File: config.mk
export PLATFORM = sky130hd
export DESIGN_NAME = byte_stream_buffer
export DESIGN_NICKNAME = d
export VERILOG_FILES = /design/src/verilog/ram_cfg_pkg.sv /design/src/verilog/stream_fmt_pkg.sv /design/src/verilog/byte_packer.sv /design/src/verilog/byte_stream_buffer.sv /design/src/verilog/sdp_bram.sv /design/src/verilog/word_drainer.sv
export SDC_FILE = /design/constraint.sdc
export NUM_CORES = 1
export LEC_CHECK = 0
export ABC_AREA = 0
export BUFFER_PORTS_ARGS = -buffer_cell sky130_fd_sc_hd__buf_4
export CAP_MARGIN = 20
export CORE_ASPECT_RATIO = 0.6
export CORE_MARGIN = 2
export CORE_UTILIZATION = 40
export DETAILED_ROUTE_END_ITERATION = 10
export GPL_TIMING_DRIVEN = 1
export PLACE_DENSITY = 0.54
export SYNTH_ARGS = -nofsm -noshare
export SYNTH_HDL_FRONTEND = slang
export SYNTH_SLANG_ARGS = --single-unit
File: constraint.sdc
create_clock -name clk -period 6.7 [get_ports clk]
set_clock_uncertainty 0.1 [all_clocks]
set_input_delay 1.005 -clock clk [delete_from_list [all_inputs] [get_ports clk]]
set_output_delay 1.005 -clock clk [all_outputs]
set_load 0.02 [all_outputs]
File: src/verilog/ram_cfg_pkg.sv
package ram_cfg_pkg;

    // read port value while the delayed reset is high
    localparam logic [31:0] RAM_RESET_WORD = 32'h0000_0000;

    // read port value after a same-address read/write collision
    localparam logic [31:0] RAM_POISON_WORD = 32'hdead_beef;

endpackage

File: src/verilog/stream_fmt_pkg.sv
package stream_fmt_pkg;

    // four byte lanes per word
    localparam int BYTE_LANES = 4;
    localparam int LANE_BITS  = $clog2(BYTE_LANES);
    localparam int WORD_BITS  = BYTE_LANES * 8;

    typedef logic [7:0] byte_t;

    // one write enable per byte lane
    typedef logic [BYTE_LANES-1:0] lane_mask_t;

    // same 32 bits seen whole or split into lanes
    // lane 0 is the low byte and carries the earliest byte of the stream
    typedef union packed {
        logic [WORD_BITS-1:0]    word;
        byte_t [BYTE_LANES-1:0]  lane;
    } word_u;

endpackage

File: src/verilog/byte_packer.sv
`timescale 1ns/1ns

module byte_packer
    import stream_fmt_pkg::*;
#(
    parameter int ADDR_WIDTH = 4
) (
    input  logic                  clk,
    input  logic                  reset_reg,
    input  logic                  in_valid,
    input  byte_t                 in_byte,
    input  logic                  flush,
    output logic [ADDR_WIDTH-1:0] waddr,
    output lane_mask_t            write_en,
    output word_u                 wdata,
    output logic                  commit
);
    logic [LANE_BITS-1:0]  lane_idx;     // next free lane of the open word
    logic [ADDR_WIDTH-1:0] wptr;         // ram slot of the open word

    logic [LANE_BITS:0]    filled;       // lanes used once this cycle's byte is in
    logic                  full;
    logic                  pad;
    logic                  word_done;
    logic                  word_done_q;  // final lane goes into the ram next edge
    lane_mask_t            next_mask;
    word_u                 next_data;

    assign filled = {1'b0, lane_idx} + (LANE_BITS + 1)'(in_valid);
    assign full   = filled == (LANE_BITS + 1)'(BYTE_LANES);

    // flush only matters on a partly filled word
    assign pad       = flush && filled != '0 && !full;
    assign word_done = full || pad;

    // build this cycle's lane writes
    always_comb begin
        next_mask      = '0;
        next_data.word = '0;   // unfilled lanes pad with zero
        if (in_valid) begin
            next_mask[lane_idx]      = 1'b1;
            next_data.lane[lane_idx] = in_byte;
        end
        if (pad) begin
            // byte goes in first, the rest of the word is zeroed in one write
            for (int i = 0; i < BYTE_LANES; i++) begin
                if (i >= int'(filled)) begin
                    next_mask[i] = 1'b1;
                end
            end
        end
    end

    always_ff @(posedge clk) begin
        if (reset_reg) begin
            lane_idx    <= '0;
            wptr        <= '0;
            write_en    <= '0;
            word_done_q <= 1'b0;
            commit      <= 1'b0;
        end else begin
            write_en    <= next_mask;
            word_done_q <= word_done;
            commit      <= word_done_q;   // word is fully in ram by now
            if (word_done) begin
                lane_idx <= '0;
                wptr     <= wptr + 1'b1;
            end else if (in_valid) begin
                lane_idx <= lane_idx + 1'b1;
            end
        end
    end

    // write port payload
    always_ff @(posedge clk) begin
        waddr <= wptr;
        wdata <= next_data;
    end

endmodule

File: src/verilog/byte_stream_buffer.sv
`timescale 1ns/1ns

module byte_stream_buffer
    import stream_fmt_pkg::*;
#(
    parameter int ADDR_WIDTH = 4
) (
    input  logic  clk,
    input  logic  reset_reg,
    input  logic  in_valid,
    input  byte_t in_byte,
    input  logic  flush,
    input  logic  hold,
    output logic  out_valid,
    output word_u out_word,
    output logic  overflow
);
    // write side
    logic [ADDR_WIDTH-1:0] waddr;
    lane_mask_t            write_en;
    word_u                 wdata;
    logic                  commit;

    // read side
    logic [ADDR_WIDTH-1:0] raddr;
    logic                  rd_en;
    word_u                 rdata;

    byte_packer #(
        .ADDR_WIDTH (ADDR_WIDTH)
    ) u_packer (
        .clk       (clk),
        .reset_reg (reset_reg),
        .in_valid  (in_valid),
        .in_byte   (in_byte),
        .flush     (flush),
        .waddr     (waddr),
        .write_en  (write_en),
        .wdata     (wdata),
        .commit    (commit)
    );

    sdp_bram #(
        .ADDR_WIDTH (ADDR_WIDTH)
    ) u_ram (
        .clk       (clk),
        .reset_reg (reset_reg),
        .rd_en     (rd_en),
        .raddr     (raddr),
        .waddr     (waddr),
        .write_en  (write_en),
        .wdata     (wdata),
        .rdata     (rdata)
    );

    word_drainer #(
        .ADDR_WIDTH (ADDR_WIDTH)
    ) u_drainer (
        .clk       (clk),
        .reset_reg (reset_reg),
        .commit    (commit),
        .hold      (hold),
        .rdata     (rdata),
        .raddr     (raddr),
        .rd_en     (rd_en),
        .out_valid (out_valid),
        .out_word  (out_word),
        .overflow  (overflow)
    );

endmodule

File: src/verilog/sdp_bram.sv
`timescale 1ns/1ns

module sdp_bram
    import stream_fmt_pkg::*;
    import ram_cfg_pkg::*;
#(
    parameter int ADDR_WIDTH = 4
) (
    input  logic                  clk,
    input  logic                  reset_reg,
    input  logic                  rd_en,
    input  logic [ADDR_WIDTH-1:0] raddr,
    input  logic [ADDR_WIDTH-1:0] waddr,
    input  lane_mask_t            write_en,
    input  word_u                 wdata,
    output word_u                 rdata
);
    localparam int DEPTH = 2**ADDR_WIDTH;

    word_u                 mem [DEPTH];
    logic [ADDR_WIDTH-1:0] addr_reg;     // captured read address
    logic                  reset_q;      // reset seen one cycle late by the read port
    logic                  hazard;
    logic                  hazard_q;

    // read of the slot being written in the same cycle
    assign hazard = raddr == waddr && |write_en;

    // byte-lane writes whenever a lane enable is set
    always_ff @(posedge clk) begin
        for (int i = 0; i < BYTE_LANES; i++) begin
            if (write_en[i]) begin
                mem[waddr].lane[i] <= wdata.lane[i];
            end
        end
    end

    always_ff @(posedge clk) begin
        if (rd_en) begin
            addr_reg <= raddr;
        end
    end

    always_ff @(posedge clk) begin
        reset_q <= reset_reg;
        if (reset_reg) begin
            hazard_q <= 1'b0;
        end else if (rd_en) begin
            hazard_q <= hazard;
        end
    end

    // write-first so a fresh write shows up on the next read of that slot
    always_comb begin
        if (reset_q) begin
            rdata.word = RAM_RESET_WORD;
        end else if (hazard_q) begin
            rdata.word = RAM_POISON_WORD;   // data of a collided read is not trusted
        end else begin
            rdata = mem[addr_reg];
        end
    end

endmodule

File: src/verilog/word_drainer.sv
`timescale 1ns/1ns

module word_drainer
    import stream_fmt_pkg::*;
#(
    parameter int ADDR_WIDTH = 4
) (
    input  logic                  clk,
    input  logic                  reset_reg,
    input  logic                  commit,
    input  logic                  hold,
    input  word_u                 rdata,
    output logic [ADDR_WIDTH-1:0] raddr,
    output logic                  rd_en,
    output logic                  out_valid,
    output word_u                 out_word,
    output logic                  overflow
);
    localparam int DEPTH = 2**ADDR_WIDTH;

    // one slot stays free so the writer never lands on the oldest word
    localparam logic [ADDR_WIDTH-1:0] FULL_COUNT = ADDR_WIDTH'(DEPTH - 1);

    logic [ADDR_WIDTH-1:0] rptr;        // oldest unread word
    logic [ADDR_WIDTH-1:0] count;       // committed words not yet read
    logic [ADDR_WIDTH-1:0] count_next;
    logic                  issue;
    logic                  drop;

    // at most one read per cycle
    assign issue = !hold && count != '0;

    // full and nothing leaving, the oldest word gives way
    assign drop = commit && !issue && count == FULL_COUNT;

    always_comb begin
        count_next = count;
        if (commit && !issue && !drop) begin
            count_next = count + 1'b1;
        end else if (issue && !commit) begin
            count_next = count - 1'b1;
        end
        // commit with a read, or a drop, leaves count alone
    end

    always_ff @(posedge clk) begin
        if (reset_reg) begin
            rptr      <= '0;
            count     <= '0;
            rd_en     <= 1'b0;
            out_valid <= 1'b0;
            overflow  <= 1'b0;
        end else begin
            count     <= count_next;
            rd_en     <= issue;
            out_valid <= rd_en;   // ram answers one cycle after the request
            if (issue || drop) begin
                rptr <= rptr + 1'b1;
            end
            if (drop) begin
                overflow <= 1'b1;   // sticky until reset
            end
        end
    end

    // read address to the ram
    always_ff @(posedge clk) begin
        if (issue) begin
            raddr <= rptr;
        end
    end

    assign out_word = rdata;

endmodule
==> Word level (Yosys, flattened, before mapping) <==
Memory sizes are Yosys's and may differ from the RTL's. A register that Yosys moved wholly into a read port is not among the register bits.
Cells that the tools add are included.
{ "totals": {"reg_bits": 69, "n_memories": 1, "inputBits": 13, "elab_cells": 77, "mem_bits_rw": 512} }
{ "op_classes": {"magnitude_cmp": 6, "eq_ne": 3, "bitwise": 1, "addsub": 6, "mux": 23, "n_reduce_logical": 21} }
{ "mem_list": {"columns": ["memory", "words", "width", "rd", "rd_clocked_by_memory_dff", "wr", "line", "rtl"], "rows": [
  ["u_ram.mem", 16, 32, 1, 1, 1, "sdp_bram.sv:20", "word_u mem [DEPTH];"]
]} }
{ "ops": {"columns": ["op", "n"], "rows": [
  ["32-bit two-way mux", 2],
  ["32-bit bitwise AND", 1],
  ["4-bit two-way mux", 5],
  ["8-bit demux with 2-bit select", 1],
  ["1-bit two-way mux", 13],
  ["4-bit by 1-bit adder with 4-bit output (second input constant)", 3],
  ["1-bit logical AND", 9],
  ["8-bit two-way mux", 1],
  ["1-bit by 3-bit >= comparator with 1-bit output (first input constant)", 2],
  ["2-bit by 3-bit >= comparator with 1-bit output (first input constant)", 2],
  ["1-bit zero test", 5],
  ["4-bit == test", 1],
  ["4-bit == test (second input constant)", 1],
  ["4-bit nonzero test", 1],
  ["4-bit OR reduction", 1],
  ["4-bit by 1-bit subtractor with 4-bit output (second input constant)", 1],
  ["2-bit by 1-bit adder with 3-bit output", 1],
  ["3-bit == test (second input constant)", 1],
  ["2-bit by 3-bit < comparator with 1-bit output (second input constant)", 1],
  ["3-bit nonzero test", 1],
  ["2-bit by 1-bit adder with 2-bit output (second input constant)", 1],
  ["1-bit demux with 2-bit select", 1],
  ["2-bit by 1-bit >= comparator with 1-bit output (second input constant)", 1],
  ["1-bit logical OR", 2],
  ["other kinds (2)", 2]
]} }

==> Logic depth before layout (Yosys ltp) <==
Gate-level depths: netlist of run 1.
{ "depth": {"word_depth": 8, "depth_mapped": 8, "depth_no_buf": 8} }

==> Cells and area by module <==
From an unflattened synthesis of run 1, not the netlist that was laid out.
{ "unflattened": {"hier_cells": 1231, "hier_area_um2": 22929.5} }
{ "modules_own_cells": {"columns": ["mod", "seq_area_each_um2", "n_inst", "cells_per_inst", "area_each_um2"], "rows": [
  ["sdp_bram", 15615.0, 1, 987, 20323.2],
  ["byte_packer", 960.9, 1, 138, 1582.8],
  ["word_drainer", 340.3, 1, 106, 1023.5]
]} }

==> Worst setup path before layout of run 1 <==
No wires, ideal clock.
{ "synth_path": {"kind": "input to register", "from": "input hold", "to": "register u_drainer.count[3]", "path_buffers": 0, "required_time_ps": 6479, "stages": 8, "slack_ps": 3792, "arrival_ps": 2687, "path_cell_list": "a21boi_0 > o31a_1 > inv_1 > ha_1 > a21o_1 > a21oi_1 > mux2i_1 > mux2_2"} }
{ "synth_via": {"elab_chain_cells": 8, "word_cells_on_any_way": 10} }
{ "synth_rtl": {"columns": ["element", "line", "rtl"], "rows": [
  ["start, declared", "byte_stream_buffer.sv:13", "input logic hold,"],
  ["1-bit zero test *", "word_drainer.sv:31", "assign issue = !hold && count != '0;"],
  ["1-bit logical AND *", "word_drainer.sv:31", null],
  ["1-bit zero test", "word_drainer.sv:34, word_drainer.sv:38", null],
  ["1-bit logical AND", "word_drainer.sv:34, word_drainer.sv:38", null],
  ["1-bit logical AND", "word_drainer.sv:34", "assign drop = commit && !issue && count == FULL_COUNT;"],
  ["1-bit zero test", "word_drainer.sv:38", "if (commit && !issue && !drop) begin"],
  ["1-bit logical AND", "word_drainer.sv:38", null],
  ["4-bit two-way mux / 2-bit nonzero test (equally long branches)", null, null],
  ["end signal, assigned", "word_drainer.sv:54", "count <= count_next;"],
  ["end, declared", "word_drainer.sv:25", "logic [ADDR_WIDTH-1:0] count;"]
]} }
Mark *: on every way between the ends. The rest lies on a longest branch, timed or not.
A chain may end at the register's enable or synchronous reset.

==> flow_summary.json, run 1 <==
{
  "synth.most_common_cell": "edfxtp_1",
  "ys_warn_count": 0,
  "crit_path_start_kind": "flip-flop",
  "ant_nets": 0,
  "synthTopCellsByArea": "edfxtp_1 69%, mux4_2 9.8%, dfxtp_1 5.8%",
  "start_util_pct": 40.4,
  "grt-ovfl-total": 0,
  "io_pins": 47,
  "syn_inst": 1176,
  "cts_tree": "yes",
  "place_inst": 1922,
  "routedWlPerCell_um": 26.1,
  "r2r-start": "u_drainer.count[0]",
  "drive_gt1_share_pct": 19.3,
  "clock_power_share_pct": 33.9,
  "cts_max_path_buffers": 3,
  "p_int_uw": 6480,
  "syn_area_um2": 22500,
  "power_frac_seq_pct": 47.0,
  "cp_max_fo": 24,
  "synth-seq-cells": 585,
  "dp_slack_ps": 3040,
  "die_h_um": 188,
  "synthTopCellsByCount": "520 x edfxtp_1, 98 x mux4_2, 76 x mux2i_1, 65 x and2_1, 65 x dfxtp_1",
  "hold_viol": 0,
  "largest_register_ffs": 512,
  "syn_area_per_cell_um2": 19.1,
  "synth_ff_type": "edfxtp_1",
  "holdWs_ps": 270,
  "endpoint_kind": "output pin",
  "drt_drc_violations_left": 0,
  "path_class": "reg -> out",
  "p_leak_uw": 0.00810,
  "cts-root-buf": "clkbuf_16",
  "fillers": 4765,
  "finalSetupViolations": 0,
  "grt_pass1_wl_mm": 76.9,
  "switching_share_pct": 27.1,
  "reg2reg_slack_ps": 3970,
  "synth_edf_count": 520,
  "place.detailed.hpwl_mm": 32.8,
  "syn_to_final_growth_pct": 12.4,
  "cts.sinks": 585,
  "grt_pass1_vias": 10800,
  "ir_worst_vdd_mv": 0.219,
  "cp-endpoint": "out_word[16]",
  "num_vias": 11000,
  "yosysTopAreaCell": "edfxtp_1",
  "async_reset_ff_share_pct": 0,
  "clock_latency_ps": 580,
  "status": "finished clean",
  "combPwrFrac_pct": 19.2,
  "post-route-period-util_pct": 64.2,
  "place.gp.congestion": 0.803,
  "viasPerCell": 5.45,
  "holdPathStages": 0,
  "post_cts_buffers": 0,
  "slew_headroom_pct": 33.8,
  "finalCriticalPeriod_ps": 4300,
  "synthDistinctLibCells": 45,
  "cts_htree_levels": 2,
  "yosysTopAreaCellShare_pct": 69.5,
  "r2r_cells": 8,
  "r2r_end": "u_drainer.count[3]",
  "instances_no_fill": 2021,
  "numPortBuffers": 46,
  "cts_inserted_buffers": 52,
  "power.density_nw_per_um2": 352,
  "max_freq_ghz": 0.233,
  "p_switching_uw": 2400,
  "synth_fp_nets": 1202,
  "setup_slack_ps": 2400,
  "fin_tns_setup_ps": 0,
  "seq_area_um2": 16900,
  "core-area_um2": 55700,
  "cts-resized-gates": 0,
  "final_nets": 1243,
  "antenna_found_initial": 1,
  "min_path_type": "reg -> reg",
  "worstMarginPinSlew_ps": 986,
  "die-area_um2": 58200,
  "slew_violations": 0,
  "arrival_ps": 3200,
  "drt_iter0_markers": 1263,
  "rows": 67,
  "critical_path_required_ps": 5590,
  "holdBufCountCts": 0,
  "ys_seq_area_share_pct": 75.3,
  "clk_transition_reported_paths_ps": 60,
  "die_x_um": 310,
  "dr.pass1.iters": 7,
  "grt_max_degree": 75,
  "grt.total_usage_pct": 18.3,
  "cap_violations": 0,
  "wl_mm": 52.8,
  "rsz0062_at_grt": "no",
  "multi_input_area_um2": 5220
}
## worst min path at each step
stage | end | startpoint | slack, ps
2_1_floorplan | u_packer.waddr[3] | u_packer.wptr[3] | 250
3_3_place_gp | u_packer.waddr[3] | u_packer.wptr[3] | 250
3_5_place_dp | u_packer.waddr[3] | u_packer.wptr[3] | 260
4_1_cts | u_packer.waddr[3] | u_packer.wptr[3] | 270
5_1_grt | u_packer.waddr[3] | u_packer.wptr[3] | 280
6_report | u_packer.waddr[3] | u_packer.wptr[3] | 270
## power groups by stage
stage / Sequential, uW / Combinational [uW] / Clock, uW
CTS: 4170 / 1730 / 3070
global placement: 4240 / 1730 / 0
floorplan: 4180 / 1230 / 0
finish: 4170 / 1700 / 3010
global route: 4180 / 1830 / 3220
detailed placement: 4250 / 1730 / 0
## cells by family (layout without fill, tap and decap cells)
logic type      count (synthesis)  count (layout)  synth area share (%)
compound gates                135             135                  3.94
xor+xnor                       10              10                 0.390
fa+ha+maj                      13              13                 0.757
buf+inv                        75             160                  1.60
flops                         585             585                  75.3
mux                           181             181                  13.6
other cells                     0               1                     0
simple gates                  177             177                  4.51
## placed cells by master, fill, tap and decap left out, types with 8 or more instances in the layout
| cell type | count |
|---|---|
| nand2_1 | 9 |
| nor2_1 | 27 |
| a211oi_1 | 25 |
| o22ai_1 | 31 |
| nor3_1 | 15 |
| clkbuf_16 | 54 |
| mux4_2 | 98 |
| clkinv_1 | 8 |
| ha_1 | 12 |
| a22oi_1 | 26 |
| clkbuf_1 | 15 |
| dfxtp_1 | 62 |
| and2_1 | 64 |
| o21ai_0 | 8 |
| mux2i_1 | 76 |
| edfxtp_1 | 520 |
| buf_4 | 53 |
| and3_1 | 32 |
| a21oi_1 | 32 |
## stage by stage
step                power (uW)  util (%)  cell area [um2]
floorplan                 5410         -            22500
global placement          5970      42.3            23600
detailed placement        5980      42.3            23600
CTS                       8970      45.4            25300
global route              9230      45.4            25300
finish                    8880      45.4            25300
## worst max-delay path: stages (launching register included)
cell      delay (ps)
dfxtp_1          370
buf_4            340
inv_1            430
nor2_4           870
a211oi_1         180
a21oi_1          230
buf_4            180
## per-layer routing
metal	vias to the layer above	GRT usage, %	part of all wire [%]
met4	0	4.09	2.0
met3	69	3.55	5.6
met1	5825	29.4	50
met5	-	0	0
met2	285	25.5	43
li1	4835	-	-
## cell type report
type | instances | area share, %
inverters | 7 | 0.104
well taps | 759 | 3.76
flip-flops and latches | 585 | 67.0
multi-input cells | 516 | 20.6
diodes | 1 | 0.00990
repair buffers | 55 | 1.73
clock inverters | 26 | 1.03
clock buffers | 72 | 5.73
Power figures use the tool's default switching activity.
==> run 2: changes to the inputs <==
--- a/config.mk
+++ b/config.mk
@@ -5,7 +5,7 @@
 export SDC_FILE = /design/constraint.sdc
 export NUM_CORES = 1
 export LEC_CHECK = 0
-export ABC_AREA = 0
+export ABC_AREA = 1
 export BUFFER_PORTS_ARGS = -buffer_cell sky130_fd_sc_hd__buf_4
 export CAP_MARGIN = 20
 export CORE_ASPECT_RATIO = 0.6
==> constraint.sdc (replaced) <==
create_clock -name clk -period 4.35 [get_ports clk]
set_clock_uncertainty 0.1 [all_clocks]
set_input_delay 0.6525 -clock clk [delete_from_list [all_inputs] [get_ports clk]]
set_output_delay 0.6525 -clock clk [all_outputs]
set_load 0.02 [all_outputs]
==> run 2 against run 1 <==
  * Clock-buffer cell count shrank 4
  * Critical endpoint is now out_word[14]
  * Register-to-register slack lost 2100 ps
  * Area after synthesis grew 4.6%
  * Die area grew 4.5%
  * Combinational power grew 110%
  * First-iteration DRC count grew 39%
  * Worst hold slack lost 77 ps
  * Worst setup slack lost 1900 ps
  * Sequential cell count is the same
  * Final area grew 3.8%
  * Largest cell class unchanged
  * Via count grew 39%
==> flow_summary.json, run 2 <==
{
  "die-area_um2": 60800,
  "post_cts_buffers": 0,
  "synth_fp_nets": 2112,
  "drt_iter0_markers": 1752,
  "yosysTopAreaCellShare_pct": 66.4,
  "syn_area_per_cell_um2": 11.3,
  "grt.total_usage_pct": 20.2,
  "drive_gt1_share_pct": 8.18,
  "syn_inst": 2086,
  "ys_seq_area_share_pct": 72.0,
  "final_common_cell": "nand2_1",
  "finalCriticalPeriod_ps": 3830,
  "p_switching_uw": 4780,
  "rows": 68,
  "highest_layer": "met4",
  "async_reset_ff_share_pct": 0,
  "slew_headroom_pct": 24.8,
  "place_inst": 2819,
  "clk_transition_reported_paths_ps": 70,
  "power_frac_seq_pct": 44.4,
  "p_int_uw": 9870,
  "combPwrFrac_pct": 24.5,
  "numPortBuffers": 46,
  "crit_path_max_incr_delay_ps": 590,
  "antenna_found_initial": 0,
  "syn_to_final_growth_pct": 11.6,
  "critical_path_required_ps": 3600,
  "cts_htree_levels": 2,
  "min_path_type": "in -> reg",
  "yosysTopAreaCell": "edfxtp_1",
  "rsz0062_at_grt": "no",
  "ant_nets": 0,
  "clock_power_share_pct": 31.2,
  "switching_share_pct": 32.6,
  "synth_edf_count": 520,
  "final_nets": 2136,
  "cpLargestDelayFamily": "buffers and inverters",
  "grt_max_degree": 113,
  "synth-seq-cells": 585,
  "place.detailed.hpwl_mm": 36.4,
  "arrival_ps": 3080,
  "synth_ff_type": "edfxtp_1",
  "start_util_pct": 40.7,
  "clock_latency_ps": 590,
  "grt_pass1_wl_mm": 91.3,
  "dr_wl_met2_mm": 26.2,
  "grt_pass1_vias": 14400,
  "hold_viol": 0,
  "die_h_um": 192,
  "cts-resized-gates": 0,
  "ys_warn_count": 0,
  "fin_tns_setup_ps": 0,
  "cp_slowest_cell": "inv_6",
  "routedWlPerCell_um": 20.9,
  "io_pins": 47,
  "mostFrequentLayoutCells": "602 x nand2_1, 520 x edfxtp_1, 367 x nand3_1, 225 x nor2_1, 78 x buf_4",
  "cap_violations": 0,
  "cts-root-buf": "clkbuf_16",
  "cts_inserted_buffers": 52,
  "crit_top_cell": "nand2_1",
  "power.density_nw_per_um2": 558,
  "crit_path_start_kind": "flip-flop",
  "cp_num_buf_inv": 4,
  "place.gp.congestion": 0.802,
  "wl_met1_mm": 29.4,
  "crit_chain": "inv_6 > buf_12 > buf_4 > nand2_1 > nand2_1 > nand2_1 > nand3_1 > nand3_1 > a21oi_1 > buf_4",
  "power_uw": 14600,
  "core-area_um2": 57800,
  "dr.pass1.iters": 5,
  "slew_violations": 0,
  "status": "finished clean",
  "synthTopCellsByArea": "edfxtp_1 66%, nand2_1 9.6%, nand3_1 7.8%",
  "grt-ovfl-total": 0,
  "instances_no_fill": 2921,
  "ir_worst_vdd_mv": 0.355,
  "path_class": "reg -> out",
  "worstMarginPinSlew_ps": 1120,
  "endpoint_kind": "output pin",
  "insertedDiodeCount": 0,
  "synth.most_common_cell": "nand2_1",
  "max_freq_ghz": 0.261,
  "die_x_um": 317,
  "fillers": 5314,
  "syn_area_um2": 23500,
  "synthDistinctLibCells": 28,
  "post-route-period-util_pct": 88.1,
  "cts_tree": "yes",
  "holdBufCountCts": 0,
  "wl_mm": 61.0,
  "synthTopCellsByCount": "602 x nand2_1, 520 x edfxtp_1, 367 x nand3_1, 225 x nor2_1, 65 x dfxtp_1",
  "finalSetupViolations": 0,
  "dr_wl_met3_mm": 4.33,
  "p_leak_uw": 0.00983,
  "drt_drc_violations_left": 0,
  "num_vias": 15300,
  "cts.sinks": 585,
  "cts_max_path_buffers": 3,
  "largest_register_ffs": 512,
  "viasPerCell": 5.24,
  "cp_max_fo": 78
}
==> run 2: cell types whose count changed after synthesis, sizes merged, moves of 56 or more <==
| cell | previous run | this run |
|---|---|---|
| nand3 | 2 | 367 |
| and2 | 65 | 0 |
| nor2 | 28 | 225 |
| mux2i | 76 | 0 |
| mux4 | 98 | 0 |
| nand2 | 9 | 602 |
| buf | 30 | 94 |
| o21ai | 8 | 64 |
| inv | 7 | 67 |
==> run 2: path summary, 6_finish.rpt <==
check | startpoint | end | slack (ps) | cells after the start
setup / recovery | flip-flop | out_word[14] | 520 | 10
hold reg to reg | u_packer.wptr[3] | u_packer.waddr[3] | 260 | 0
hold / removal | reset_reg | u_ram.reset_q | 190 | 1
setup reg to reg | u_packer.waddr[2] | u_ram.mem[5][20] | 1880 | 4
==> run 2: per-stage QoR <==
stage,util (%),hold WS (ps),area (um2),worst slack (ps)
finish,45.4,193,26200,518
detailed placement,42.4,252,24500,1160
CTS,45.3,178,26200,519
global placement,42.3,236,24500,1120
global route,45.4,190,26200,305
floorplan,-,231,23500,2110
==> run 2: layout make-up <==
cell class	count	area [um2]	share of cell area, %
Multi-Input combinational cell	1314	5690	21.7
Tap cell	770	963	3.67
Inverter	71	274	1.04
Clock inverter	27	215	0.821
Sequential cell	585	16900	64.5
Timing Repair Buffer	86	719	2.74
Clock buffer	68	1440	5.50
==> run 2: cells by family (layout without fill, tap and decap cells) <==
| family | count (synthesis) | count (layout) | synth area share [%] |
|---|---|---|---|
| DFF | 585 | 585 | 72.0 |
| adders and majority gates | 13 | 13 | 0.724 |
| xor gates and xnor gates | 5 | 5 | 0.186 |
| AOI/OAI and AO/OA | 92 | 92 | 2.01 |
| buffers and inverters | 187 | 252 | 3.84 |
| and+or+nand+nor | 1204 | 1204 | 21.3 |
==> run 2: layer usage <==
| layer | global-route usage, % | vias to the layer above |
|---|---|---|
| li1 | - | 7208 |
| met1 | 31.4 | 7453 |
| met2 | 29.1 | 555 |
| met3 | 3.84 | 80 |
| met4 | 4.81 | 0 |
| met5 | 0 | - |
==> run 2: power by group through the flow <==
stage          combinational [uW]  clock, uW  sequential [uW]
3_5_place_dp                 3600          0             6630
3_3_place_gp                 3580          0             6620
5_1_grt                      4020       4830             6530
2_1_floorplan                2620          0             6450
4_1_cts                      3610       4630             6510
6_report                     3580       4560             6500
